### config.mk
export PLATFORM = sky130hd
export DESIGN_NAME = memArbiter
export DESIGN_NICKNAME = d
export VERILOG_FILES = /design/src/rtl/notchPkg.sv /design/src/rtl/memArbiter.sv
export VERILOG_INCLUDE_DIRS = /design/src /design/src/rtl
export SDC_FILE = /design/constraint.sdc
export NUM_CORES = 1
export LEC_CHECK = 0
export ABC_AREA = 1
export BUFFER_PORTS_ARGS = -buffer_cell sky130_fd_sc_hd__clkbuf_2
export CAP_MARGIN = 20
export CORE_AREA = 5 5 106 108
export CTS_CLUSTER_SIZE = 12
export DETAILED_ROUTE_END_ITERATION = 8
export DIE_AREA = 0 0 111 113
export PLACE_DENSITY_LB_ADDON = 0.12
export SLEW_MARGIN = 20
export SYNTH_ARGS = -nofsm -noshare
export SYNTH_HDL_FRONTEND = slang
export SYNTH_SLANG_ARGS = --single-unit
### constraint.sdc
create_clock -name clk -period 1.39 [get_ports clk]
set_input_delay 0.2085 -clock clk [delete_from_list [all_inputs] [get_ports clk]]
set_output_delay 0.2085 -clock clk [all_outputs]
set_load 0.005 [all_outputs]
### src/rtl/notch_cfg.svh
// notch filter configuration: bus widths, address step, queue depth and reset coefficients
`ifndef NOTCH_CFG_SVH
`define NOTCH_CFG_SVH

`define NOTCH_ADDR_W 24 // memory byte address
`define NOTCH_DATA_W 32 // bus word and sample
`define NOTCH_COEF_W 16 // Q2.14 coefficient
`define NOTCH_FRAC 14 // coefficient fraction bits
`define NOTCH_ADDR_STEP 4 // bytes per sample
`define NOTCH_FIFO_DEPTH 8 // fetch and store queues

// default notch, scaled by 2^14
`define NOTCH_A1_DEF (-16'sd31035)
`define NOTCH_A2_DEF (16'sd14969)
`define NOTCH_B0_DEF (16'sd8275)
`define NOTCH_B1_DEF (-16'sd16383)
`define NOTCH_B2_DEF (16'sd8275)

`endif

### src/rtl/notchPkg.sv
// notch filter shared types: samples, coefficients, run config, queue items, bus structs
`default_nettype none
`include "notch_cfg.svh"

package notchPkg;

	typedef logic signed [`NOTCH_DATA_W-1:0] sample_t; // one memory word
	typedef logic signed [`NOTCH_COEF_W-1:0] coef_t; // Q2.14
	typedef logic [`NOTCH_ADDR_W-1:0] addr_t; // byte address
	typedef logic [`NOTCH_DATA_W-1:0] regWord_t; // host register word

	typedef struct packed {
		coef_t a1; // feedback taps
		coef_t a2;
		coef_t b0; // feedforward taps
		coef_t b1;
		coef_t b2;
	} coefSet_t;

	typedef struct packed {
		addr_t base; // first sample
		logic [`NOTCH_ADDR_W-1:0] count; // samples in block
		logic filterEnable; // 0 writes x back
		coefSet_t coefs;
	} runCfg_t;

	typedef struct packed {
		sample_t data;
		logic last; // final sample of run
	} fetchItem_t;

	typedef struct packed {
		sample_t data; // y or x, per mode
		logic last;
	} resultItem_t;

	typedef struct packed {
		logic cyc;
		logic stb;
		logic we;
		addr_t adr;
		logic [`NOTCH_DATA_W-1:0] dat;
	} wbReq_t;

	typedef struct packed {
		logic ack;
		logic [`NOTCH_DATA_W-1:0] dat;
	} wbRsp_t;

endpackage

`default_nettype wire

### src/rtl/memArbiter.sv
// memory arbiter: shares one Wishbone classic master port between fetcher and store
`default_nettype none

module memArbiter import notchPkg::*; (
	input wire clk,
	input wire rstN,
	input wire wbReq_t fetchReq,
	output wbRsp_t fetchRsp,
	input wire wbReq_t storeReq,
	output wbRsp_t storeRsp,
	output wbReq_t memReq,
	input wire wbRsp_t memRsp
);

	typedef enum logic {GRANT_FETCH, GRANT_STORE} grant_t;

	grant_t owner; // last granted master
	logic locked; // cycle open, grant frozen
	grant_t grant;

	always_comb begin
		if (locked) grant = owner;
		else if (fetchReq.stb) grant = GRANT_FETCH; // reads first
		else if (storeReq.stb) grant = GRANT_STORE;
		else grant = owner;
	end

	assign memReq = (grant == GRANT_STORE) ? storeReq : fetchReq;
	assign fetchRsp = '{ack: memRsp.ack && grant == GRANT_FETCH, dat: memRsp.dat};
	assign storeRsp = '{ack: memRsp.ack && grant == GRANT_STORE, dat: memRsp.dat};

	always_ff @(posedge clk or negedge rstN) begin
		if (!rstN) begin
			owner <= GRANT_FETCH;
			locked <= 1'b0;
		end else begin
			owner <= grant;
			locked <= memReq.stb && !memRsp.ack; // hold until ack ends the access
		end
	end

	// an open classic cycle keeps its master until ack
	assert property (@(posedge clk) disable iff (!rstN)
		memReq.stb && !memRsp.ack |=> memReq.stb && $stable(memReq.we) && $stable(memReq.adr));

endmodule

`default_nettype wire

==> results.txt <==
Die X = 111 µm
setup TNS = -9.12 ns
PD cells = 692 nW/µm²
RSZ-0062 raised after global routing = yes
hold slack = 0.174 ns
yosys warns = 0
CTS tree = built
Cell Chain, Critical Path = inv_2 > nand2_2 > nand2_2 > nand2_4 > inv_6 > clkbuf_16 > nand2_1 > nand2_1 > clkbuf_2
GPL Wtd Cong = 0.778
Crit path max-delay family = buffers and inverters
largest net degree at the start of global routing = 34
Critical Path AT = 1.36 ns
HP Class = in -> reg
Post-Synth Adder-Cell Area = 0%
Via Count = 1877
Synth Instances = 268
endpoint class of the critical path = output port
total CTS buffers = 3
hpwl dp = 4670 µm
Total GRT Usage = 8.15%
Buf/Inv on CP = 4
CP Launch Type = register
Slowest-stage cell, CP = dfrtp_1
max_cap viols = 0
Remaining Overflow, GRT = 0
Hold Fails Final Rpt = 0
row cnt = 37
Starting Density = 13.5%
CP max stage delay = 0.36 ns
drt drc = 0
Synth Area in Simple Gates = 53.5%
Setup-failing EPs final = 60
critical path class = reg -> out
reg2reg setup slack = 0.37 ns
Top Layer Used = met4
top-count cell post-synth = nand2_1
commonest cells in the netlist = nand2_1 (166), buf_4 (69), nand2_2 (12)
global-route wire length before repair = 8700 µm
clock buffer depth = 2
Final Critical Period = 1.57 ns
CTS clk-pin slew, worst paths = 0.03 ns
post-route ant nets = 0
Synth area leader = nand2_1
CP required = 1.18 ns
Worst R2R Path Depth = 5
number of cells on the critical path = 9
top cell type's share of synthesized area = 45.4%
r2r startpoint = locked$_DFF_PN0_
Max-slew headroom = 88.3%
final setup skew = 0.000346 ns
clock latency on the worst-skew pair = 0.21 ns
Leakage = 1.46 nW
Synth cell types = 12
final core occ = 21.0%
Detailed Route Iter0 Violations = 29
number of flops mapped to enable cells by yosys = 0
CP Capture Point = memReq[22]
die area = 12500 µm²
asr flop ratio synth = 100%
Peak supply drop = 193 µV
clk sink count = 2
Worst Slack Setup Final = -0.177 ns
end of the worst register-to-register path = owner$_DFF_PN0_
#FFs+latches synth = 2
Synth Area in Compound Gates = 0%
sequential cell area = 50.0 µm²
final net count = 541
metal1 wirelength = 2000 µm
post-synthesis mux area share = 0%
die height = 113 µm
Main synth FF type = dfrtp_1
vias in the first global route = 1883
initial antenna violation count = 0
synthesized cell area = 1370 µm²
Via density = 3.60
routed length on met3 = 710 µm
Synth-to-Final Area Change = 55.0%
syn avg cell area = 5.12 µm²
layout cells sized above 1 = 55.7%
Met2 Wirelength = 2920 µm
CTS H-tree lvls = 1
sequential cell area fraction in the yosys report = 3.65%
ranking of synthesized cells by area = nand2_1 (45%), buf_4 (38%), nand2_2 (5.5%)
crit path from = locked$_DFF_PN0_
n_diodes = 0
Layout fillers = 1183
Root Driver = clkbuf_8
multi-input combinational cell area = 748 µm²
WL final = 5860 µm
xor/xnor share of the synthesized area = 0%
Syn Nets = 421
fmax = 638 MHz
failing checks = setup timing
main combinational cell family by area after synthesis = simple AND/OR/NAND/NOR gates
Worst-Margin Slew = 0.176 ns
Period Utilization, post-route = 113%
core area = 10100 µm²
worst-path fanout max = 16
Avg WL per Cell = 11.2 µm
port bufs = 181
status = finished with violations
Worst Hold Depth = 2
first-pass iteration count of the detailed router = 4
Final Max Tran Viols = 0
Pwr Total = 1.47 mW
# IOs = 278
-- metrics by stage --
| step | setup slack [ns] | instance area, µm² | std cells |
|---|---|---|---|
| 2_1_floorplan | 0.212 | 1370 | 268 |
| 4_1_cts | -0.191 | 2070 | 520 |
| 3_5_place_dp | -0.000912 | 1960 | 513 |
| 5_1_grt | -0.257 | 2130 | 522 |
| 6_report | -0.177 | 2130 | 522 |
| 3_3_place_gp | -0.00508 | 1960 | 513 |
-- cell usage in the layout (no fill, tap or decap) --
cell           instances
dfrtp_1                2
clkbuf_2             181
nand2_4                1
inv_1                  3
nand2_2               16
nor2_1                 1
nand3_1                1
nand3b_1               1
inv_2                  2
inv_6                  1
clkbuf_8               3
buf_4                  2
buf_16                 1
nand2_1              162
buf_12                 4
clkbuf_16              2
dlygate4sd3_1          1
nor2_2                 2
-- state kept, by name, summed over array words and instances, names as in the netlist --
signal,count
owner,1
locked,1
-- how the worst min path moves through the flow --
stage | start | to | slack [ns]
2_1_floorplan | rstN | locked$_DFF_PN0_ | -0.09
3_3_place_gp | rstN | locked$_DFF_PN0_ | -0.003
3_5_place_dp | rstN | owner$_DFF_PN0_ | -0.004
4_1_cts | memRsp[32] | locked$_DFF_PN0_ | 0.17
5_1_grt | memRsp[32] | locked$_DFF_PN0_ | 0.18
6_report | memRsp[32] | locked$_DFF_PN0_ | 0.17
-- report_power, final --
| group | internal [mW] | switching, mW |
|---|---|---|
| clock | 0.183 | 0.0442 |
| sequential | 0.0665 | 0.00321 |
| combinational | 0.585 | 0.588 |
| total | 0.835 | 0.636 |
-- kinds of logic after synthesis --
| kind of cell | Yosys count |
|---|---|
| buffers and inverters | 82 |
| flip-flops | 2 |
| AND/OR/NAND/NOR | 184 |
-- final cells by class --
class,instances,area share (%)
timing repair buffer,191,51.2
sequential,2,2.35
inverter,6,1.29
clock buffer,3,1.94
tap,136,8.00
multi-input combinational,184,35.2
-- layer usage --
layer  GRT usage, %  vias to the layer above
met5              0                        -
met4           4.52                        0
met3           2.30                       29
met2           15.0                      126
met1           8.35                      760
li1               -                      962
-- repair_timing --
item                                   CTS  global route
resized for setup                        6             3
hold buffers                             1             0
setup buffers                            2             0
cloned                                   1             2
endpoints found under the hold margin    2             0
setup endpoints to repair               60            60
Power figures use the tool's default switching activity.
