<file path="config.mk">
export PLATFORM = sky130hd
export DESIGN_NAME = notchRegs
export DESIGN_NICKNAME = d
export VERILOG_FILES = /design/src/rtl/notchPkg.sv /design/src/rtl/notchRegs.sv
export VERILOG_INCLUDE_DIRS = /design/src /design/src/rtl
export SDC_FILE = /design/constraint.sdc
export NUM_CORES = 1
export LEC_CHECK = 0
export BUFFER_PORTS_ARGS = -buffer_cell sky130_fd_sc_hd__buf_2
export CORE_AREA = 3 3 126 189
export CTS_CLUSTER_DIAMETER = 30
export DETAILED_ROUTE_END_ITERATION = 8
export DIE_AREA = 0 0 129 192
export GPL_TIMING_DRIVEN = 0
export PLACE_DENSITY = 0.79
export SLEW_MARGIN = 15
export SYNTH_ARGS = -nofsm -noshare
export SYNTH_HDL_FRONTEND = slang
export SYNTH_SLANG_ARGS = --single-unit
</file>
<file path="constraint.sdc">
create_clock -name clk -period 2.45 [get_ports clk]
set_input_delay 0.3675 -clock clk [delete_from_list [all_inputs] [get_ports clk]]
set_output_delay 0.3675 -clock clk [all_outputs]
set_load 0.02 [all_outputs]
</file>
<file path="src/rtl/notch_cfg.svh">
// notch filter configuration: bus widths, address step, queue depth and reset coefficients
`ifndef NOTCH_CFG_SVH
`define NOTCH_CFG_SVH

`define NOTCH_ADDR_W 24 // memory byte address
`define NOTCH_DATA_W 32 // bus word and sample
`define NOTCH_COEF_W 16 // Q2.14 coefficient
`define NOTCH_FRAC 14 // coefficient fraction bits
`define NOTCH_ADDR_STEP 4 // bytes per sample
`define NOTCH_FIFO_DEPTH 8 // fetch and store queues

// default notch, scaled by 2^14
`define NOTCH_A1_DEF (-16'sd31035)
`define NOTCH_A2_DEF (16'sd14969)
`define NOTCH_B0_DEF (16'sd8275)
`define NOTCH_B1_DEF (-16'sd16383)
`define NOTCH_B2_DEF (16'sd8275)

`endif

</file>
<file path="src/rtl/notchPkg.sv">
// notch filter shared types: samples, coefficients, run config, queue items, bus structs
`default_nettype none
`include "notch_cfg.svh"

package notchPkg;

	typedef logic signed [`NOTCH_DATA_W-1:0] sample_t; // one memory word
	typedef logic signed [`NOTCH_COEF_W-1:0] coef_t; // Q2.14
	typedef logic [`NOTCH_ADDR_W-1:0] addr_t; // byte address
	typedef logic [`NOTCH_DATA_W-1:0] regWord_t; // host register word

	typedef struct packed {
		coef_t a1; // feedback taps
		coef_t a2;
		coef_t b0; // feedforward taps
		coef_t b1;
		coef_t b2;
	} coefSet_t;

	typedef struct packed {
		addr_t base; // first sample
		logic [`NOTCH_ADDR_W-1:0] count; // samples in block
		logic filterEnable; // 0 writes x back
		coefSet_t coefs;
	} runCfg_t;

	typedef struct packed {
		sample_t data;
		logic last; // final sample of run
	} fetchItem_t;

	typedef struct packed {
		sample_t data; // y or x, per mode
		logic last;
	} resultItem_t;

	typedef struct packed {
		logic cyc;
		logic stb;
		logic we;
		addr_t adr;
		logic [`NOTCH_DATA_W-1:0] dat;
	} wbReq_t;

	typedef struct packed {
		logic ack;
		logic [`NOTCH_DATA_W-1:0] dat;
	} wbRsp_t;

endpackage

`default_nettype wire

</file>
<file path="src/rtl/notchRegs.sv">
// notch host registers: Wishbone slave, coefficients, run control, done flag and irq
`default_nettype none
`include "notch_cfg.svh"

module notchRegs import notchPkg::*; (
	input wire clk,
	input wire rstN,
	input wire wbReq_t hostReq,
	output wbRsp_t hostRsp,
	output logic runStart,
	output runCfg_t runCfg,
	input wire storeDone,
	input wire irqUnusedGuard_n,
	output logic irq
);

	coefSet_t coefs; // host-side taps
	addr_t base; // block start, bytes
	logic [`NOTCH_ADDR_W-1:0] count; // samples per run
	logic busy; // run in progress
	logic done; // sticky until status read
	logic [3:0] idx; // word index
	regWord_t rdData;

	assign idx = hostReq.adr[5:2];

	wire hostHit = hostReq.cyc && hostReq.stb && !hostRsp.ack; // first strobe cycle
	wire hostWr = hostHit && hostReq.we;
	wire startOk = hostWr && idx == 4'd0 && hostReq.dat[0] && !busy && count != '0;

	assign irq = done; // irq follows done

	always_comb begin
		case (idx)
			4'd0: rdData = {30'b0, runCfg.filterEnable, 1'b0}; // mode of last run
			4'd1: rdData = 32'(coefs.a1); // sign-extended
			4'd2: rdData = 32'(coefs.a2);
			4'd3: rdData = 32'(coefs.b0);
			4'd4: rdData = 32'(coefs.b1);
			4'd5: rdData = 32'(coefs.b2);
			4'd6: rdData = 32'(base);
			4'd7: rdData = 32'(count);
			4'd8: rdData = {30'b0, done, busy}; // status
			default: rdData = '0;
		endcase
	end

	always_ff @(posedge clk or negedge rstN) begin
		if (!rstN) begin
			hostRsp <= '0;
			coefs <= '{a1: `NOTCH_A1_DEF, a2: `NOTCH_A2_DEF, b0: `NOTCH_B0_DEF,
				b1: `NOTCH_B1_DEF, b2: `NOTCH_B2_DEF};
			base <= '0;
			count <= '0;
			busy <= 1'b0;
			done <= 1'b0;
			runStart <= 1'b0;
			runCfg <= '0;
		end else begin
			hostRsp.ack <= hostHit; // one cycle after strobe, no wait states
			if (hostHit) hostRsp.dat <= rdData;
			runStart <= startOk; // one-cycle pulse
			if (hostWr) begin
				case (idx)
					4'd1: coefs.a1 <= coef_t'(hostReq.dat[15:0]);
					4'd2: coefs.a2 <= coef_t'(hostReq.dat[15:0]);
					4'd3: coefs.b0 <= coef_t'(hostReq.dat[15:0]);
					4'd4: coefs.b1 <= coef_t'(hostReq.dat[15:0]);
					4'd5: coefs.b2 <= coef_t'(hostReq.dat[15:0]);
					4'd6: base <= hostReq.dat[`NOTCH_ADDR_W-1:0];
					4'd7: count <= hostReq.dat[`NOTCH_ADDR_W-1:0];
					default: ;
				endcase
			end
			if (startOk) begin // snapshot held for the whole run
				busy <= 1'b1;
				runCfg <= '{base: base, count: count, filterEnable: hostReq.dat[1],
					coefs: coefs};
			end
			if (storeDone) begin
				busy <= 1'b0;
				done <= 1'b1;
			end else if (hostHit && !hostReq.we && idx == 4'd8) begin
				done <= 1'b0; // status read services irq
			end
		end
	end

	// last write acked only inside a run
	assert property (@(posedge clk) disable iff (!rstN) storeDone |-> busy);

endmodule

`default_nettype wire

</file>
==> run_results.csv <==
group,metric,value,unit
pwr,power.density,795,nW/um^2
run_status,status,"completed",
worst_setup_path,cp-start-kind,"flip-flop",
worst_setup_path,end_kind,"flip-flop",
timing,worst_pin_slew,0.789,ns
finish,multiInputGateArea,4800,sq um
grt,antenna_found_initial,0,
timing,clock.fmax,0.440,GHz
worst_setup_path,worstPathMaxFanout,10,
clock_network,root_buffer,"clkbuf_16",
min_path,hp-class,"in2reg",
timing,fin_crit,2.27,ns
finish,area_growth,21.5,%
worst_setup_path,arrival,2.66,ns
clock_network,clock_latency,0.51,ns
floorplanning,dieArea,24800,sq um
finish,nets,1094,
worst_setup_path,rrSetupSlack,0.18,ns
pwr,leakage,0.00802,uW
logic_synthesis,ys_async_sr_fraction,1.00,
pwr,power,12000,uW
clock_network,path_clk_slew,0.06,ns
clock_network,tritoncts,"yes",
floorplanning,die_y,192,um
floorplanning,fp-row-count,67,
floorplanning,start_util,0.556,
finish,ff_latch_area,7190,sq um
detailed_routing,wire_per_inst,25.9,um
timing,max-slew-margin-rel,0.472,
timing,period_share,0.927,
job,maxCapViolCount,0,
logic_synthesis,netlist_instances,793,
logic_synthesis,ys_types,57,
detailed_routing,finalWirelength,34.5,mm
timing,setup_viol,0,
logic_synthesis,avgSynthCellArea,15.6,sq um
finish,n_antenna_cell,0,
finish,final_cells,1333,
detailed_routing,vias_per_cell,6.08,
clock_network,numCtsBuffers,36,
grt,gr-total-overflow,0,
logic_synthesis,ys.flop_type,"dfrtp_1",
timing,rsz0062_at_grt,"no",
grt,track_usage,0.280,
timing,finClkSkew,0.0150,ns
detailed_routing,drcViolationCount,0,
clock_network,htreeDepth,2,
floorplanning,io_pins,227,
detailed_routing,vias,8100,
logic_synthesis,synth_seq_area_share,0.580,
timing,drv_slew,0,
timing,tns,0,ns
detailed_routing,first_pass_iters,5,
clock_network,cts.sinks,286,
clock_network,clk_path_buf_depth,3,
clock_network,postCtsSetupBuffers,0,
placed_design,dp_hpwl,24.0,mm
detailed_routing,drt_iter0_drc,612,
timing,setup_ws,0.179,ns
logic_synthesis,synth_area_leaders,"dfrtp_1 (52%), mux2_4 (15%), mux2_2 (12%)",
grt,grt_max_degree,102,
worst_setup_path,crit_type,"reg2reg",
logic_synthesis,synth_edf_count,0,
timing,hold_ws,0.0703,ns
logic_synthesis,ys_ff_latch,286,
timing,hold_viol_final,0,
grt,grt_pass1_vias,8432,
floorplanning,die_x,129,um
logic_synthesis,yosysTopAreaCell,"dfrtp_1",
logic_synthesis,yosys_warnings,0,
placed_design,numPortBuffers,196,
placed_design,post-place-ws,-0.0958,ns
pwr,irDropWorstVdd,0.416,mV
logic_synthesis,netlist_area,12400,sq um
worst_setup_path,crit_required,2.84,ns
logic_synthesis,netlist.area_leader.share,0.519,
placed_design,gp_congestion,0.914,
finish,fill_cells,1569,
detailed_routing,postRouteAntennaNets,0,
grt,grt_pass1_wl,52.0,mm
logic_synthesis,synthesis.nets,856,
placed_design,dp.cells,1268,
floorplanning,core_area,22300,sq um
finish,drive_gt1_frac,0.577,
[final cells by class]
class,instances,share of cell area
Buffer,54,0.0264
Clock buffer,47,0.0672
Clock inverter,17,0.0149
Inverter,5,0.00124
Multi-Input combinational cell,448,0.318
Sequential cell,286,0.477
Tap cell,276,0.0229
Timing Repair Buffer,200,0.0719
[report_power, final]
group / total [uW] / internal (uW) / switching [uW]
logic: 1100 / 512 / 592
clock network: 5420 / 3370 / 2050
registers: 5460 / 5120 / 339
total: 12000 / 9000 / 2980
[placed cells by master (no fill, tap or decap), types with 16 or more instances in the layout]
cell type  count
dfrtp_1      257
buf_2        210
mux2_2       135
mux2_4       127
clkbuf_16     37
dfstp_2       29
nor2_1        22
a221oi_1      18
o21ai_0       17
buf_6         16
[repair_timing]
| action | 4_1_cts | 5_1_grt |
|---|---|---|
| hold buffers | 1 | 0 |
| gates resized for setup | 0 | 0 |
| hold endpoints to repair | 30 | 0 |
[worst max-delay path, cell delays in order, from the launching register on]
cell	delay (ns)
dfrtp_1	0.44
nor4_1	0.45
nand4_1	0.19
o21ai_2	0.26
buf_2	0.41
mux2_2	0.39
[flip-flops by register name (all words and copies together) (netlist names)]
signal / cells
base: 24
irq: 1
runStart: 1
count: 24
coefs: 80
runCfg: 129
hostRsp: 26
busy: 1
[metrics by stage]
step,utilization,instance area (sq um)
CTS,0.676,15100
detailed placement,0.620,13800
floorplan,-,12400
global placement,0.616,13700
finish,0.676,15100
global route,0.676,15100
[routing by layer]
layer | share of wire | wire length [um] | vias up | track usage
li1 | - | - | 3397 | -
met1 | 0.39 | 13400 | 4164 | 0.362
met3 | 0.069 | 2390 | 106 | 0.0520
met2 | 0.49 | 17000 | 433 | 0.458
met5 | 0 | 0 | - | 0
met4 | 0.050 | 1730 | 0 | 0.132
[synth_stat cells, drive strengths merged (3+ instances only)]
cell type and instances:
o22a 3, inv 4, a221o 3, nor3 7, nor2b 3, mux4 4
and2 3, nand3 3, clkbuf 8, buf 46, dfrtp 257, nor4 6
mux2i 11, a22oi 4, mux2 262, a211oi 3, o21ai 19, nor4b 4
and3 3, nor2 22, dfstp 29, nand2 16, nand3b 7, a22o 10
a221oi 18, a21oi 12, nand4 3
[path summary, 6_finish.rpt]
check	startpoint	end	depth (start not counted)
min	storeDone	busy	2
min in group asynchronous	rstN	runCfg[0]	2
max reg2reg	count[3]	runCfg[3]	5
max	count[3]	runCfg[3]	5
max in group asynchronous	rstN	coefs[60]	4
min reg2reg	hostRsp[7]	hostRsp[7]	2
[kinds of logic (layout without fill, tap and decap cells)]
family          Yosys count  count (layout)  synth area share
flops                   286             286             0.580
mux                     277             277             0.292
simple gates             86              86            0.0435
compound gates           85              85            0.0505
buf+inv                  59             323            0.0336
No activity file was read; power rests on OpenSTA's default activity.
