==> src/rtl/notch_cfg.svh <==
// notch filter configuration: bus widths, address step, queue depth and reset coefficients
`ifndef NOTCH_CFG_SVH
`define NOTCH_CFG_SVH

`define NOTCH_ADDR_W 24 // memory byte address
`define NOTCH_DATA_W 32 // bus word and sample
`define NOTCH_COEF_W 16 // Q2.14 coefficient
`define NOTCH_FRAC 14 // coefficient fraction bits
`define NOTCH_ADDR_STEP 4 // bytes per sample
`define NOTCH_FIFO_DEPTH 8 // fetch and store queues

// default notch, scaled by 2^14
`define NOTCH_A1_DEF (-16'sd31035)
`define NOTCH_A2_DEF (16'sd14969)
`define NOTCH_B0_DEF (16'sd8275)
`define NOTCH_B1_DEF (-16'sd16383)
`define NOTCH_B2_DEF (16'sd8275)

`endif

==> src/rtl/notchPkg.sv <==
// notch filter shared types: samples, coefficients, run config, queue items, bus structs
`default_nettype none
`include "notch_cfg.svh"

package notchPkg;

	typedef logic signed [`NOTCH_DATA_W-1:0] sample_t; // one memory word
	typedef logic signed [`NOTCH_COEF_W-1:0] coef_t; // Q2.14
	typedef logic [`NOTCH_ADDR_W-1:0] addr_t; // byte address
	typedef logic [`NOTCH_DATA_W-1:0] regWord_t; // host register word

	typedef struct packed {
		coef_t a1; // feedback taps
		coef_t a2;
		coef_t b0; // feedforward taps
		coef_t b1;
		coef_t b2;
	} coefSet_t;

	typedef struct packed {
		addr_t base; // first sample
		logic [`NOTCH_ADDR_W-1:0] count; // samples in block
		logic filterEnable; // 0 writes x back
		coefSet_t coefs;
	} runCfg_t;

	typedef struct packed {
		sample_t data;
		logic last; // final sample of run
	} fetchItem_t;

	typedef struct packed {
		sample_t data; // y or x, per mode
		logic last;
	} resultItem_t;

	typedef struct packed {
		logic cyc;
		logic stb;
		logic we;
		addr_t adr;
		logic [`NOTCH_DATA_W-1:0] dat;
	} wbReq_t;

	typedef struct packed {
		logic ack;
		logic [`NOTCH_DATA_W-1:0] dat;
	} wbRsp_t;

endpackage

`default_nettype wire

==> src/rtl/syncFifo.sv <==
// synchronous register-array FIFO, payload type set per instance
`default_nettype none

module syncFifo #(
	parameter type itemT = logic,
	parameter int DEPTH = 8
) (
	input wire clk,
	input wire rstN,
	input wire pushValid,
	input wire itemT pushItem,
	output logic pushReady,
	output logic popValid,
	output itemT popItem,
	input wire popReady,
	output logic [$clog2(DEPTH+1)-1:0] freeSlots
);

	localparam int PW = (DEPTH > 1) ? $clog2(DEPTH) : 1; // pointer width
	localparam int CW = $clog2(DEPTH+1); // fill width

	itemT mem [DEPTH]; // storage, no reset
	logic [PW-1:0] wrPtr, rdPtr;
	logic [CW-1:0] fill; // entries held

	wire doPush = pushValid && pushReady; // never writes a full queue
	wire doPop = popValid && popReady; // never reads an empty one

	assign pushReady = (fill != CW'(DEPTH));
	assign popValid = (fill != '0);
	assign popItem = mem[rdPtr]; // head, read combinationally
	assign freeSlots = CW'(DEPTH) - fill;

	always_ff @(posedge clk) begin
		if (doPush) mem[wrPtr] <= pushItem;
	end

	always_ff @(posedge clk or negedge rstN) begin
		if (!rstN) begin
			wrPtr <= '0;
			rdPtr <= '0;
			fill <= '0;
		end else begin
			if (doPush) wrPtr <= (wrPtr == PW'(DEPTH-1)) ? '0 : wrPtr + 1'b1; // wrap
			if (doPop) rdPtr <= (rdPtr == PW'(DEPTH-1)) ? '0 : rdPtr + 1'b1;
			fill <= fill + CW'(doPush) - CW'(doPop); // both at once keeps level
		end
	end

endmodule

`default_nettype wire

==> src/rtl/resultStore.sv <==
// result store: queues core outputs and writes them back to memory in order
`default_nettype none
`include "notch_cfg.svh"

module resultStore import notchPkg::*; (
	input wire clk,
	input wire rstN,
	input wire runStart,
	input wire runCfg_t runCfg,
	input wire resultValid,
	input wire resultItem_t resultItem,
	output logic resultReady,
	output wbReq_t memReq,
	input wire wbRsp_t memRsp,
	output logic storeDone
);

	logic wrStb; // write in flight
	addr_t wrAddr;
	sample_t wrData;
	logic wrLast; // in-flight write ends the run
	logic qValid;
	resultItem_t qItem;

	wire load = qValid && !wrStb; // pop head into write regs

	assign memReq = '{cyc: wrStb, stb: wrStb, we: 1'b1, adr: wrAddr, dat: wrData};
	assign storeDone = wrStb && memRsp.ack && wrLast; // same cycle as final ack

	syncFifo #(
		.itemT(resultItem_t),
		.DEPTH(`NOTCH_FIFO_DEPTH)
	) u_storeFifo (
		.clk(clk),
		.rstN(rstN),
		.pushValid(resultValid),
		.pushItem(resultItem),
		.pushReady(resultReady), // full queue stalls core
		.popValid(qValid),
		.popItem(qItem),
		.popReady(!wrStb),
		.freeSlots()
	);

	always_ff @(posedge clk) begin
		if (load) begin
			wrData <= qItem.data;
			wrLast <= qItem.last;
		end
	end

	always_ff @(posedge clk or negedge rstN) begin
		if (!rstN) begin
			wrStb <= 1'b0;
			wrAddr <= '0;
		end else if (runStart) begin
			wrStb <= 1'b0;
			wrAddr <= runCfg.base; // results overwrite inputs in place
		end else if (wrStb) begin
			if (memRsp.ack) begin
				wrStb <= 1'b0;
				wrAddr <= wrAddr + addr_t'(`NOTCH_ADDR_STEP);
			end
		end else if (load) begin
			wrStb <= 1'b1;
		end
	end

endmodule

`default_nettype wire

==> config.mk <==
export PLATFORM = sky130hd
export DESIGN_NAME = resultStore
export DESIGN_NICKNAME = d
export VERILOG_FILES = /design/src/rtl/notchPkg.sv /design/src/rtl/syncFifo.sv /design/src/rtl/resultStore.sv
export VERILOG_INCLUDE_DIRS = /design/src /design/src/rtl
export SDC_FILE = /design/constraint.sdc
export NUM_CORES = 1
export LEC_CHECK = 0
export BUFFER_PORTS_ARGS = -buffer_cell sky130_fd_sc_hd__buf_2
export CAP_MARGIN = 40
export CORE_ASPECT_RATIO = 0.75
export CORE_MARGIN = 10
export CORE_UTILIZATION = 40
export CTS_CLUSTER_SIZE = 12
export DETAILED_ROUTE_END_ITERATION = 10
export PLACE_DENSITY_LB_ADDON = 0.2
export SLEW_MARGIN = 40
export SYNTH_ARGS = -nofsm -noshare
export SYNTH_HDL_FRONTEND = slang
export SYNTH_SLANG_ARGS = --single-unit
==> constraint.sdc <==
create_clock -name clk -period 6.4 [get_ports clk]
set_input_delay 0.96 -clock clk [delete_from_list [all_inputs] [get_ports clk]]
set_output_delay 0.96 -clock clk [all_outputs]
set_load 0.1 [all_outputs]
==> out/results.ini <==
[global_routing]
grtUsageTotal=0.138
antenna_found_initial=5
grt_max_degree=38
wire_length_of_the_first_global_routing_pass_um=41300
overflow=0
vias_in_the_first_global_route=6822

[setup_path]
crit_path_end_kind=flip-flop
worstPathCellList=nor2_1 -> nand2_1 -> nand2_1 -> inv_1 -> nand2_1 -> nor3_4 -> buf_4
path_common_cell=sky130_fd_sc_hd__nand2_1
crit_path_start_kind=flip-flop
critPathRequiredTime_ps=6560
criticalPathCategory=reg2reg
critical_path_s_slowest_cell=sky130_fd_sc_hd__nor3_4
timing.reg2reg.setup_slack_ps=3480
critical_path_arrival_ps=3080
worst-path-stages=7
critical_path_peak_fanout=24
worst_path_dominant_cell_family=simple AND/OR/NAND/NOR gates
r2r_cells=7
critical_path.max_stage_delay_ps=560
cp_num_buf_inv=2

[outcome]
status=completed

[logic_synthesis]
synth.most_common_cell=sky130_fd_sc_hd__edfxtp_1
synth.yosys.warnings=0
post_synth_most_frequent_cells=sky130_fd_sc_hd__edfxtp_1 (297), sky130_fd_sc_hd__mux4_2 (66), sky130_fd_sc_hd__mux2_2 (41)
synth_area_leaders=sky130_fd_sc_hd__edfxtp_1 (70%), sky130_fd_sc_hd__mux4_2 (12%), sky130_fd_sc_hd__dfrtp_1 (6.8%)
synth_top_area_cell=sky130_fd_sc_hd__edfxtp_1
mappedNetlistNets=834
synthesis.area_per_instance_um2=20.6
synth_top_cell_area_share=0.696
synth_ff_type=sky130_fd_sc_hd__edfxtp_1
ys_async_sr_fraction=0.105
synthesized_flop_and_latch_total=332
synth-edff-count=297
cell_area_after_technology_mapping_um2=12800
synthCells=623
post_synth_num_cell_types=37
synth_seq_area_share=0.764

[job]
drv.max_cap_violation_count=0

[routing]
dr.first_iter.drc_count=376
first_pass_iters=4
drc=0
avgViaCountPerCell=5.27
routed_wl_um=26900
final_antenna_net_count=0
average_wire_per_cell_in_the_routed_design_um=22.4
num_vias=6320

[sta]
slew_viol_final=0
final.setup_skew_ps=9.43
final.period_utilization=0.456
timing.final.setup_violations=0
timing_worst_slew_pin_value_ps=692
timing.max_slew.rel_slack=0.539
timing_hold_violations_final=0
period_minus_slack_ps=2920
final.setup.tns_ps=0
max_clock_freq_mhz=343
grt_setup_unrepaired=false

[die]
floorplan.die_area_um2=39700
ios=260
core-area_um2=31500
floorplan.initialDensity=0.407
width_of_the_die_um=227
floorplan.rows=56
die_extent_in_y_um=175

[clock_network]
cts.clk_slew.worst_paths_ps=60
cts_hold_buffers=0
tritoncts=yes
cts_buffer_depth=3
cts-root-buf=sky130_fd_sc_hd__clkbuf_16
cts.repair_timing.setup_buffer_count=0
clk-insertion-delay-late_ps=520
cts_repair_resize_count=0
numClockSinks=332
h-tree-depth=2
cts_buffers=36

[final_layout]
design.final.nets=981
post_layout_nonfiller_instances=1200
final_layout_size_suffix_gt1_frac=0.379
n_fill_cell=2605
post-route-util=0.481
syn2layout_area_growth_pct=18.0

[placement]
numPortBuffers=121
dp_hpwl_um=15500
gpl.final_weighted_congestion=0.812
place.detailed.instances=1137

[pwr]
vdd_ir_drop_max_mv=0.260
power_per_cell_area_nw_per_um2=499
total_leakage_power_uw=0.00519

[worst_hold_path]
hp-class=in2async

## through the flow
step	setup slack, ps	power (uW)	cell area, um^2	hold slack, ps
3_3_place_gp	2790	5640	14000	489
5_1_grt	3190	7910	15100	407
4_1_cts	3380	7660	15100	504
2_1_floorplan	1230	5080	12800	582
3_5_place_dp	3010	5700	14000	492
6_report	3480	7550	15100	389
## per-layer routing
| metal | GRT usage | up-vias | part of all wire |
|---|---|---|---|
| li1 | - | 2822 | - |
| met1 | 0.184 | 3338 | 0.45 |
| met2 | 0.218 | 110 | 0.49 |
| met3 | 0.0303 | 46 | 0.041 |
| met4 | 0.0471 | 4 | 0.022 |
| met5 | 0 | - | 0.00067 |
## logic make-up after synthesis
group	synth area share
simple gates	0.0334
xor+xnor	0.00956
compound gates	0.0155
flops	0.764
other cells	0.000293
mux	0.153
buf+inv	0.0122
fa+ha+maj	0.0123
## power breakdown
group	total (uW)	switching [uW]	internal (uW)	leakage, uW
clock network	1930	780	1150	0.000524
logic	2580	1750	831	0.00153
registers	3040	168	2870	0.00313
total	7550	2700	4850	0.00519
## sequential cells by signal, indices dropped and copies added, names as in the netlist
register and count:
u_storeFifo.fill 4, wrData 32, u_storeFifo.wrPtr 3, u_storeFifo.rdPtr 3, wrAddr 24, u_storeFifo.mem 264
wrLast 1, wrStb 1
## path summary, 6_finish.rpt
kind	to	start
setup / recovery	u_storeFifo.mem[1][4]$_DFFE_PP_	u_storeFifo.fill[1]$_DFF_PN0_
hold / removal	wrAddr[22]$_DFFE_PN0P_	rstN
setup reg to reg	u_storeFifo.mem[1][4]$_DFFE_PP_	u_storeFifo.fill[1]$_DFF_PN0_
hold reg to reg	wrAddr[0]$_DFFE_PN0P_	wrAddr[0]$_DFFE_PN0P_
max in group asynchronous	u_storeFifo.rdPtr[0]$_DFFE_PN0P_	rstN
min in group clk	wrAddr[0]$_DFFE_PN0P_	wrAddr[0]$_DFFE_PN0P_
## area by class of cell
type                    instances  area [um^2]  share of cell area
diodes                          2         5.00            0.000331
clock buffers                  49          981              0.0648
clock inverters                11          104             0.00686
inverters                      10         37.5             0.00248
multi-input cells             254         2940               0.194
flip-flops and latches        332         9800               0.648
well taps                     406          508              0.0336
repair buffers                136          758              0.0501
## cells in the final DEF (no fill, tap or decap), drive strengths merged, types with 2 or more instances in the layout
| master | count |
|---|---|
| and3 | 2 |
| nor2 | 16 |
| dfrtp | 35 |
| nor3 | 5 |
| or4 | 3 |
| nor4 | 3 |
| bufinv | 2 |
| nand2 | 27 |
| xnor2 | 5 |
| a31oi | 9 |
| mux2 | 41 |
| and4 | 3 |
| xor2 | 9 |
| nand2b | 2 |
| nand3 | 6 |
| ha | 11 |
| o21ai | 20 |
| or3 | 8 |
| inv | 11 |
| clkbuf | 49 |
| mux4 | 66 |
| diode | 2 |
| edfxtp | 297 |
| nand4 | 7 |
| o31ai | 2 |
| a21oi | 2 |
| buf | 136 |
| clkinv | 8 |
Note: power is estimated with default switching activity, not from simulation.
