File: config.mk
export PLATFORM = sky130hd
export DESIGN_NAME = sampleFetch
export DESIGN_NICKNAME = d
export VERILOG_FILES = /design/src/rtl/notchPkg.sv /design/src/rtl/syncFifo.sv /design/src/rtl/sampleFetch.sv
export VERILOG_INCLUDE_DIRS = /design/src /design/src/rtl
export SDC_FILE = /design/constraint.sdc
export NUM_CORES = 1
export LEC_CHECK = 0
export BUFFER_PORTS_ARGS = -buffer_cell sky130_fd_sc_hd__buf_2
export CAP_MARGIN = 30
export CORE_MARGIN = 5
export CORE_UTILIZATION = 40
export CTS_CLUSTER_SIZE = 10
export DETAILED_ROUTE_END_ITERATION = 10
export SYNTH_ARGS = -nofsm -noshare
export SYNTH_HDL_FRONTEND = slang
export SYNTH_SLANG_ARGS = --single-unit
export TNS_END_PERCENT = 20
File: constraint.sdc
create_clock -name clk -period 10.4 [get_ports clk]
set_input_delay 2.08 -clock clk [delete_from_list [all_inputs] [get_ports clk]]
set_output_delay 2.08 -clock clk [all_outputs]
set_load 0.1 [all_outputs]
File: src/rtl/notch_cfg.svh
// notch filter configuration: bus widths, address step, queue depth and reset coefficients
`ifndef NOTCH_CFG_SVH
`define NOTCH_CFG_SVH

`define NOTCH_ADDR_W 24 // memory byte address
`define NOTCH_DATA_W 32 // bus word and sample
`define NOTCH_COEF_W 16 // Q2.14 coefficient
`define NOTCH_FRAC 14 // coefficient fraction bits
`define NOTCH_ADDR_STEP 4 // bytes per sample
`define NOTCH_FIFO_DEPTH 8 // fetch and store queues

// default notch, scaled by 2^14
`define NOTCH_A1_DEF (-16'sd31035)
`define NOTCH_A2_DEF (16'sd14969)
`define NOTCH_B0_DEF (16'sd8275)
`define NOTCH_B1_DEF (-16'sd16383)
`define NOTCH_B2_DEF (16'sd8275)

`endif

File: src/rtl/notchPkg.sv
// notch filter shared types: samples, coefficients, run config, queue items, bus structs
`default_nettype none
`include "notch_cfg.svh"

package notchPkg;

	typedef logic signed [`NOTCH_DATA_W-1:0] sample_t; // one memory word
	typedef logic signed [`NOTCH_COEF_W-1:0] coef_t; // Q2.14
	typedef logic [`NOTCH_ADDR_W-1:0] addr_t; // byte address
	typedef logic [`NOTCH_DATA_W-1:0] regWord_t; // host register word

	typedef struct packed {
		coef_t a1; // feedback taps
		coef_t a2;
		coef_t b0; // feedforward taps
		coef_t b1;
		coef_t b2;
	} coefSet_t;

	typedef struct packed {
		addr_t base; // first sample
		logic [`NOTCH_ADDR_W-1:0] count; // samples in block
		logic filterEnable; // 0 writes x back
		coefSet_t coefs;
	} runCfg_t;

	typedef struct packed {
		sample_t data;
		logic last; // final sample of run
	} fetchItem_t;

	typedef struct packed {
		sample_t data; // y or x, per mode
		logic last;
	} resultItem_t;

	typedef struct packed {
		logic cyc;
		logic stb;
		logic we;
		addr_t adr;
		logic [`NOTCH_DATA_W-1:0] dat;
	} wbReq_t;

	typedef struct packed {
		logic ack;
		logic [`NOTCH_DATA_W-1:0] dat;
	} wbRsp_t;

endpackage

`default_nettype wire

File: src/rtl/syncFifo.sv
// synchronous register-array FIFO, payload type set per instance
`default_nettype none

module syncFifo #(
	parameter type itemT = logic,
	parameter int DEPTH = 8
) (
	input wire clk,
	input wire rstN,
	input wire pushValid,
	input wire itemT pushItem,
	output logic pushReady,
	output logic popValid,
	output itemT popItem,
	input wire popReady,
	output logic [$clog2(DEPTH+1)-1:0] freeSlots
);

	localparam int PW = (DEPTH > 1) ? $clog2(DEPTH) : 1; // pointer width
	localparam int CW = $clog2(DEPTH+1); // fill width

	itemT mem [DEPTH]; // storage, no reset
	logic [PW-1:0] wrPtr, rdPtr;
	logic [CW-1:0] fill; // entries held

	wire doPush = pushValid && pushReady; // never writes a full queue
	wire doPop = popValid && popReady; // never reads an empty one

	assign pushReady = (fill != CW'(DEPTH));
	assign popValid = (fill != '0);
	assign popItem = mem[rdPtr]; // head, read combinationally
	assign freeSlots = CW'(DEPTH) - fill;

	always_ff @(posedge clk) begin
		if (doPush) mem[wrPtr] <= pushItem;
	end

	always_ff @(posedge clk or negedge rstN) begin
		if (!rstN) begin
			wrPtr <= '0;
			rdPtr <= '0;
			fill <= '0;
		end else begin
			if (doPush) wrPtr <= (wrPtr == PW'(DEPTH-1)) ? '0 : wrPtr + 1'b1; // wrap
			if (doPop) rdPtr <= (rdPtr == PW'(DEPTH-1)) ? '0 : rdPtr + 1'b1;
			fill <= fill + CW'(doPush) - CW'(doPop); // both at once keeps level
		end
	end

endmodule

`default_nettype wire

File: src/rtl/sampleFetch.sv
// sample fetcher: reads the block from memory and queues samples for the core
`default_nettype none
`include "notch_cfg.svh"

module sampleFetch import notchPkg::*; (
	input wire clk,
	input wire rstN,
	input wire runStart,
	input wire runCfg_t runCfg,
	output wbReq_t memReq,
	input wire wbRsp_t memRsp,
	output logic sampleValid,
	output fetchItem_t sampleItem,
	input wire sampleReady
);

	localparam int FW = $clog2(`NOTCH_FIFO_DEPTH+1);

	logic rdStb; // read in flight
	addr_t rdAddr;
	logic [`NOTCH_ADDR_W-1:0] toIssue; // reads not yet started
	logic rdLast; // in-flight read is final sample
	logic [FW-1:0] freeSlots;
	fetchItem_t inItem;

	assign memReq = '{cyc: rdStb, stb: rdStb, we: 1'b0, adr: rdAddr, dat: '0};
	assign inItem = '{data: sample_t'(memRsp.dat), last: rdLast};

	// one read at a time, so a free slot is never already claimed when issuing
	always_ff @(posedge clk or negedge rstN) begin
		if (!rstN) begin
			rdStb <= 1'b0;
			rdAddr <= '0;
			toIssue <= '0;
			rdLast <= 1'b0;
		end else if (runStart) begin
			rdStb <= 1'b0;
			rdAddr <= runCfg.base;
			toIssue <= runCfg.count;
		end else if (rdStb) begin
			if (memRsp.ack) begin // data lands in queue this edge
				rdStb <= 1'b0;
				rdAddr <= rdAddr + addr_t'(`NOTCH_ADDR_STEP);
			end
		end else if (toIssue != '0 && freeSlots != '0) begin
			rdStb <= 1'b1;
			rdLast <= (toIssue == `NOTCH_ADDR_W'(1));
			toIssue <= toIssue - 1'b1;
		end
	end

	syncFifo #(
		.itemT(fetchItem_t),
		.DEPTH(`NOTCH_FIFO_DEPTH)
	) u_fetchFifo (
		.clk(clk),
		.rstN(rstN),
		.pushValid(rdStb && memRsp.ack), // slot reserved at issue
		.pushItem(inItem),
		.pushReady(),
		.popValid(sampleValid),
		.popItem(sampleItem),
		.popReady(sampleReady),
		.freeSlots(freeSlots)
	);

endmodule

`default_nettype wire

==> metrics.txt, run 1 <==
Post-synth EDFFs 264; final hold slack slightly above 500 ps; post-route clock period utilization 51.9%; io pins ~260; multi-input logic area 3940 µm²; postcts setup bufs 0; Congestion Overflow GR 0; Final Setup Violations 0; critical path fanouts, max 46; ys async rst share 18.5%; Crit Path Class reg -> out; part of the Yosys area used for sequential elements 68.8%; Worst EP arrival 3320 ps; endpoints failing hold 0; Syn Area/Cell approximately 17 µm²; top-area cell type share of the netlist area 57.9%; initial drt markers 442; Die Ht 195 µm; Reg2Reg Launch Point toIssue[21]$_DFFE_PN0P_; Post-route DRC 0; Hold WC Path Type reg -> reg; Tot GR Track Use around 15%; fill cell count a little under 3k; routed wire length 28600 µm; status finished clean; Mapped Area 13700 µm²; Critical Path RT 8320 ps; Pleak 5.66 nW; CP max-delay cell buf_4; hpwl dp 16700 µm; actual slew at the worst max-slew pin 931 ps; core area 33700 µm²; Vias/cell 5.16; hold path startpoint rdAddr[1]$_DFFE_PN0P_; Worst Setup SP u_fetchFifo.rdPtr[0]$_DFFE_PN0P_; CTS Sinks 324; Starting Density 40.7%; num rows 67; Avg WL per Cell around 20 µm; clock-pin slew on the worst setup and hold paths 50 ps; Post-synth top cells 264 x edfxtp_1, 66 x mux4_2, 60 x dfrtp_1; Slew Viols, Final 0; number of buffers added on ports between 100 and 150; PostCTS Resize Cnt 0; share of layout cells above drive strength 1 between 30% and 40%; vias about 7.3k; largest net degree at the start of global routing 70; max frequency 0.185 GHz; #FFs+latches synth 324; first-pass GRT wire length 44900 µm; Placed Area 14800 µm²; number of diodes 0; clk_lat worst skew 510 ps; FF/Latch Area between 9000 and 10000 µm²; Worst Setup Start Kind flop; power per standard cell area 291 nW/µm²; endpoint class of the critical path output pin; Hold Buf Count CTS 0; crit path cell chain buf_4 -> mux4_2 -> mux2_2 -> buf_2; CTS tree done; initial antenna violation count 2; clk buf depth 3; Final Util 47.4%; post-synthesis cell type count 53; DIE WIDTH 195 µm; Fin Clk Skew 12.4 ps; synth-to-layout area growth 16.6%; Slew headroom 37.9%; number of max-cap violations 0; antenna violation net count after detailed routing 0; dominant cells by area after synthesis edfxtp_1 58%, dfrtp_1 11%, mux4_2 11%; final instance area 16000 µm²; setup_tns 0 ps; top-count cell post-synth edfxtp_1; Yosys top cell by area edfxtp_1; placer congestion estimate 0.791; First-pass DRT Iterations 4; unrepaired setup endpoints after global routing false; Crit path largest cell delay 810 ps; die area 38100 µm²; critical path's top delay family buffers and inverters; Tmin final 5400 ps; Post-synth top flop edfxtp_1; maximum vdd drop 0.333 mV; Warnings, synthesis 0; Buf+Inv Stages, Crit Path 2; Syn Inst Count roughly 800; root buffer cell clkbuf_16; vias in the first global route 7893; TritonCTS Buffers 39; final net count 1141; H-tree Lvls 2
[report_power, final]
part	leakage (nW)	internal (W)	switching, W
clock	0.534	0.000700	0.000483
sequential	3.10	0.00151	0.0000994
combinational	2.02	0.000509	0.00134
[stage by stage]
step                power (W)  setup slack [ps]  instances
global placement      0.00348              5440       1363
global route          0.00485              4750       1422
floorplan             0.00319              4230        829
CTS                   0.00470              4870       1421
detailed placement    0.00350              5440       1365
finish                0.00464              5000       1422
[worst paths after layout]
path / to / slack, ps / cells after the start
hold / removal: rdAddr[1]$_DFFE_PN0P_ / 510 / 1
setup / recovery: sampleItem[23] / 5000 / 4
max in group asynchronous: u_fetchFifo.rdPtr[0]$_DFFE_PN0P_ / 8040 / 2
setup reg to reg: toIssue[4]$_DFFE_PN0P_ / 7500 / 5
min in group asynchronous: toIssue[22]$_DFFE_PN0P_ / 1740 / 2
hold reg to reg: rdAddr[1]$_DFFE_PN0P_ / 510 / 1
[sequential cells by signal (all words and copies together) (netlist names)]
register / cells
toIssue: 24
rdLast: 1
rdStb: 1
u_fetchFifo.rdPtr: 3
u_fetchFifo.wrPtr: 3
u_fetchFifo.mem: 264
u_fetchFifo.fill: 4
rdAddr: 24
[logic make-up after synthesis]
family / after synthesis / synth area share, %
other: 1 / 0.0274
AO/OA/AOI/OAI: 75 / 3.51
adder cells (fa/ha/maj): 16 / 1.52
XOR/XNOR: 32 / 2.05
AND/OR/NAND/NOR: 156 / 6.14
flip-flops: 324 / 68.8
multiplexers: 108 / 14.3
buffers and inverters: 85 / 3.65
[routing by layer]
layer  vias up  global-route usage (%)  routed length (µm)  part of all wire, %
met1      3710                    20.0               12500                   44
met4         4                    3.00                 451                  1.6
met3        44                    3.57                1620                  5.7
met2       196                    24.9               14000                   49
met5         -                       0                  27                0.095
li1       3377                       -                   -                    -
[layout by cell type (no fill, tap or decap), types with 8 or more instances in the layout]
| cell type | n |
|---|---|
| a31oi_1 | 12 |
| buf_2 | 144 |
| buf_4 | 14 |
| clkbuf_1 | 8 |
| clkbuf_16 | 40 |
| conb_1 | 33 |
| dfrtp_1 | 57 |
| edfxtp_1 | 264 |
| ha_1 | 15 |
| inv_1 | 13 |
| mux2_2 | 40 |
| mux4_2 | 66 |
| nand2_1 | 49 |
| nand3_1 | 14 |
| nor2_1 | 23 |
| nor3_1 | 8 |
| o21ai_0 | 32 |
| o31ai_1 | 10 |
| or4_1 | 9 |
| xnor2_1 | 13 |
| xor2_1 | 19 |
[area by class of cell]
cell class	instances	area share, %
repair buffers	161	5.59
clock buffers	49	6.54
flip-flops and latches	324	59.1
inverters	13	0.306
well taps	448	3.51
clock inverters	7	0.290
multi-input cells	420	24.7
Note: power is estimated with default switching activity, not from simulation.
==> run 2: changes to the inputs <==
==> constraint.sdc (replaced) <==
create_clock -name clk -period 4.8 [get_ports clk]
set_input_delay 0.96 -clock clk [delete_from_list [all_inputs] [get_ports clk]]
set_output_delay 0.96 -clock clk [all_outputs]
set_load 0.1 [all_outputs]
==> run 2 against run 1 <==
Effect of this change:
- routed wire length barely moved
- register-to-register slack got worse by 5600 ps
- critical path depth did not move
- final cell count fell by 0.21%
- critical endpoint unchanged
==> metrics.txt, run 2 (same netlist as run 1, synthesis figures left out) <==
Starting Density slightly above 40%; Largest Register u_fetchFifo.mem; commonest non-fill, non-tap cells in the layout 264 x edfxtp_1, 144 x buf_2, 66 x mux4_2; Layout Cells excl Fill 1419; num rows 67; Worst Setup Start Kind flop; first-pass GRT wire length 45000 µm; WP depth 4; largest net degree at the start of global routing 69; initial drt markers 430; Register-to-Register Path Depth 5; Tmin final 3680 ps; Worst EP arrival between 2000 and 3000 ps; CTS Sinks ~320; critical path's top delay family multiplexers; synth-to-layout area growth 16.2%; Tot GR Track Use 14.9%; most common cell after layout, fill and taps aside edfxtp_1; flip-flop count of the largest register after layout around 260; CP max-delay cell dfrtp_4; endpoints failing hold 0; antenna violation net count after detailed routing 0; Hold Buf Count CTS 0; flop-to-flop setup slack 1860 ps; Avg WL per Cell roughly 20 µm; endpoint class of the critical path output pin; number of max-cap violations 0; setup_tns 0 ps; Slew headroom 36.7%; dpl cells 1363; post-route clock period utilization between 70% and 80%; share of layout cells above drive strength 1 about 34%; CTS tree done; io pins about 260; clk_lat worst skew 510 ps; PostCTS Resize Cnt 0; clk buf depth 3; core area 33700 µm²; Crit path largest cell delay 690 ps; crit path cell chain buf_12 -> mux4_2 -> mux2_2 -> buf_2; number of buffers added on ports 144; max frequency 0.272 GHz; initial antenna violation count 3; clock-pin slew on the worst setup and hold paths 50 ps; unrepaired setup endpoints after global routing false; Fin Clk Skew roughly 10 ps; Buf+Inv Stages, Crit Path 2; Pleak roughly 5.6 nW; H-tree Lvls 2; vias about 7.3k; Slew Viols, Final 0; routed wire length 28600 µm; Hold WC Path Type in -> async; Critical Path RT 3840 ps; actual slew at the worst max-slew pin about 950 ps; maximum vdd drop a little under 0.5 mV; root buffer cell clkbuf_16; final net count between 1k and 1.5k; First-pass DRT Iterations 4; Die Ht around 200 µm; critical path fanouts, max 39; placer congestion estimate 0.772; Final Setup Violations 0; TritonCTS Buffers 39; number of diodes 0; Vias/cell 5.17; Final Util 47.2%; power per standard cell area 628 nW/µm²; Post-route DRC 0; final instance area 15900 µm²; hpwl dp 16600 µm; DIE WIDTH 195 µm; postcts setup bufs 0; status finished clean; Placed Area ~15000 µm²; Crit Path Class reg -> out; Congestion Overflow GR 0; vias in the first global route 7948; die area between 30000 and 40000 µm²; Regs by FF count u_fetchFifo.mem (264), rdAddr (24), toIssue (24); final total power 0.0100 W
-- run 2: report_power, final --
| group | switching, W | internal, W |
|---|---|---|
| combinational | 0.00284 | 0.00111 |
| clock | 0.00103 | 0.00147 |
| sequential | 0.000278 | 0.00327 |
-- run 2: worst paths after layout --
path / from / endpoint
min in group clk: rdAddr[1]$_DFFE_PN0P_ / rdAddr[1]$_DFFE_PN0P_
setup / recovery: u_fetchFifo.rdPtr[0]$_DFFE_PN0P_ / sampleItem[23]
hold / removal: rstN / toIssue[22]$_DFFE_PN0P_
max in group asynchronous: rstN / u_fetchFifo.rdPtr[0]$_DFFE_PN0P_
hold reg to reg: rdAddr[1]$_DFFE_PN0P_ / rdAddr[1]$_DFFE_PN0P_
setup reg to reg: toIssue[21]$_DFFE_PN0P_ / toIssue[4]$_DFFE_PN0P_
-- run 2: worst register-to-register path: cells and delay by family, from the launching register on --
kind / cells / cell delay (ps)
AO/OA/AOI/OAI: 2 / 1230
AND/OR/NAND/NOR: 3 / 1190
flip-flops: 1 / 410
-- run 2: metrics by stage --
step	hold WS, ps	setup slack (ps)
after global placement	489	1570
after floorplan	528	448
final	506	1120
after global routing	538	933
after CTS	509	1010
after detailed placement	495	1570
-- run 2: cell type report --
cell class / instances / area [µm²]
fill: 2945 / 17800
sequential: 324 / 9440
multi-input combinational: 420 / 3950
clock buffer: 50 / 1020
timing repair buffer: 158 / 863
tap: 448 / 561
clock inverter: 6 / 48.8
inverter: 13 / 48.8
-- run 2: per-layer routing --
metal / wire, µm / part of all wire, % / global-route usage, % / vias up
met2: 13700 / 48 / 23.9 / 194
met5: 28 / 0.098 / 0 / -
met4: 444 / 1.6 / 3.54 / 6
li1: - / - / - / 3370
met3: 1850 / 6.5 / 3.88 / 42
met1: 12600 / 44 / 20.6 / 3727
==> run 3: changes to the inputs <==
==> constraint.sdc (replaced) <==
create_clock -name clk -period 3.25 [get_ports clk]
set_input_delay 0.65 -clock clk [delete_from_list [all_inputs] [get_ports clk]]
set_output_delay 0.65 -clock clk [all_outputs]
set_load 0.1 [all_outputs]
==> run 3 against run 2 <==
Effect of this change:
- combinational power is 53% higher
- critical path depth unchanged
- non-clock buffer count rose by 20
- routed wire length is 1.1% higher
- largest cell class unchanged
- highest routed layer unchanged
==> metrics.txt, run 3 (same netlist as run 1, synthesis figures left out) <==
first-pass GRT wire length about 47000 µm; maximum vdd drop 1.01 mV; CTS Sinks 324; antenna violation net count after detailed routing 0; initial antenna violation count 3; Final Setup Violations 0; Worst Setup SP u_fetchFifo.rdPtr[0]$_DFFE_PN0P_; unrepaired setup endpoints after global routing false; multi-input logic area about 4000 µm²; CTS tree done; gr busiest metal met2; FF/Latch Area 9440 µm²; most common cell after layout, fill and taps aside edfxtp_1; clock-pin slew on the worst setup and hold paths 50 ps; power per standard cell area 926 nW/µm²; commonest non-fill, non-tap cells in the layout 264 x edfxtp_1, 144 x buf_2, 66 x mux4_2; root buffer cell clkbuf_16; Critical Path RT 2600 ps; Buf+Inv Stages, Crit Path 2; Worst EP arrival 2410 ps; Pleak 5.75 nW; Hold Buf Count CTS 0; io pins 259; max frequency approximately 0.33 GHz; final total power 0.0150 W; reg2reg end toIssue[22]$_DFFE_PN0P_; Largest Register u_fetchFifo.mem; status finished clean; num rows between 60 and 70; initial drt markers 429; Tmin final 3060 ps; vias 7331; actual slew at the worst max-slew pin 743 ps; clk_lat worst skew approximately 530 ps; Net Sw Frac 41.5%; Sequential Power Share 34.7%; flop-to-flop setup slack 550 ps; final hold slack 36.0 ps; clk buf depth 3; flip-flop count of the largest register after layout 264; net switching power roughly 0.0062 W; CP max-delay cell mux4_2; endpoint class of the critical path output pin; Comb power frac ~40%; Fin Clk Skew 14.4 ps; fill cell count 2941; Slew Viols, Final 0; cell internal pwr 0.00876 W; Worst Setup Start Kind flop; post-route clock period utilization 94.1%; vias in the first global route 8151; Tot GR Track Use 15.4%; Vias/cell 5.10; final instance area 16100 µm²; final net count 1158; endpoints failing hold 0; Placed Area 15000 µm²; WP depth 4; crit path to sampleItem[8]; Hold WC Path Type in -> async; Slew headroom between 50% and 60%; critical path's top delay family multiplexers; First-pass DRT Iterations 4; Regs by FF count u_fetchFifo.mem (264), rdAddr (24), toIssue (24); Avg WL per Cell between 20 and 25 µm; placer congestion estimate 0.798; met1 Use GR 20.5%; Congestion Overflow GR 0; core area 33700 µm²; crit path cell chain buf_16 -> mux4_2 -> mux2_2 -> buf_2; TritonCTS Buffers 39; Starting Density just over 40%; Post-route DRC 0; Crit Path Class reg -> out; Clock power frac 25.0%; routed wire length 28900 µm; share of layout cells above drive strength 1 35.8%; DIE WIDTH 195 µm; critical path fanouts, max 27; Crit path largest cell delay approximately 550 ps; number of max-cap violations 0; Reg2Reg Launch Point toIssue[0]$_DFFE_PN0P_; number of buffers added on ports about 140; H-tree Lvls 2; hpwl dp 18000 µm; largest net degree at the start of global routing 37; Register-to-Register Path Depth 7; met2 GRT Util 25.7%; die area 38100 µm²; met3 Use GR 4.26%; synth-to-layout area growth 17.9%; Die Ht 195 µm
## run 3: changes by cell type in the layout (fill, tap and decap cells not counted)
cell and change:
clkinv_2 +1, clkinv_16 +1, nor3_4 +1, buf_12 +3
buf_4 +16, inv_6 +1, clkbuf_1 -5, nor3_2 -1
diode_2 +1, clkinv_8 -1, buf_16 +1
## run 3: power groups by stage
stage	Clock, W	Combinational [W]	Sequential [W]
after floorplan	0	0.00491	0.00529
after global placement	0	0.00603	0.00529
after detailed placement	0	0.00605	0.00530
after CTS	0.00385	0.00607	0.00522
after global routing	0.00406	0.00639	0.00523
final	0.00374	0.00603	0.00518
## run 3: cell type report
class,instances,share of cell area [%]
Multi-Input combinational cell,420,24.5
Inverter,13,0.302
Clock buffer,45,6.18
Timing Repair Buffer,178,6.63
Clock inverter,8,0.473
Sequential cell,324,58.4
Tap cell,448,3.47
Antenna cell,1,0.0155
## run 3: repair_timing
action | in CTS | in global routing
gates resized for setup | 0 | 1
buffers inserted | 0 | 2
endpoints found under the setup margin | 0 | 14
## run 3: how the worst min path moves through the flow
stage,slack (ps),end,cells past startpoint
4_1_cts,40,toIssue[22]$_DFFE_PN0P_,1
3_3_place_gp,490,rdAddr[0]$_DFFE_PN0P_,1
6_report,40,toIssue[20]$_DFFE_PN0P_,1
3_5_place_dp,500,rdAddr[1]$_DFFE_PN0P_,1
2_1_floorplan,350,rdAddr[0]$_DFFE_PN0P_,0
5_1_grt,50,toIssue[20]$_DFFE_PN0P_,1
## run 3: worst register-to-register path: stages (launching register included)
cell	delay, ps
dfrtp_1	450
inv_1	120
ha_1	190
or4b_1	630
nor4_1	520
o2111ai_1	240
xnor2_1	180
mux2_2	260
## run 3: routing by layer
metal | share of wire (%) | wire, µm
met2 | 49 | 14000
met3 | 6.7 | 1930
met1 | 43 | 12400
met5 | 0.12 | 34
met4 | 1.6 | 464
## run 3: metrics by stage
step / utilization, % / setup WS [ps] / setup TNS [ps] / instances
after floorplan: - / -633 / -65980 / 829
after global placement: 44.6 / 523 / 0 / 1381
after detailed placement: 44.6 / 531 / 0 / 1381
after CTS: 47.8 / 12.3 / 0 / 1434
after global routing: 47.9 / 106 / 0 / 1436
final: 47.9 / 193 / 0 / 1437
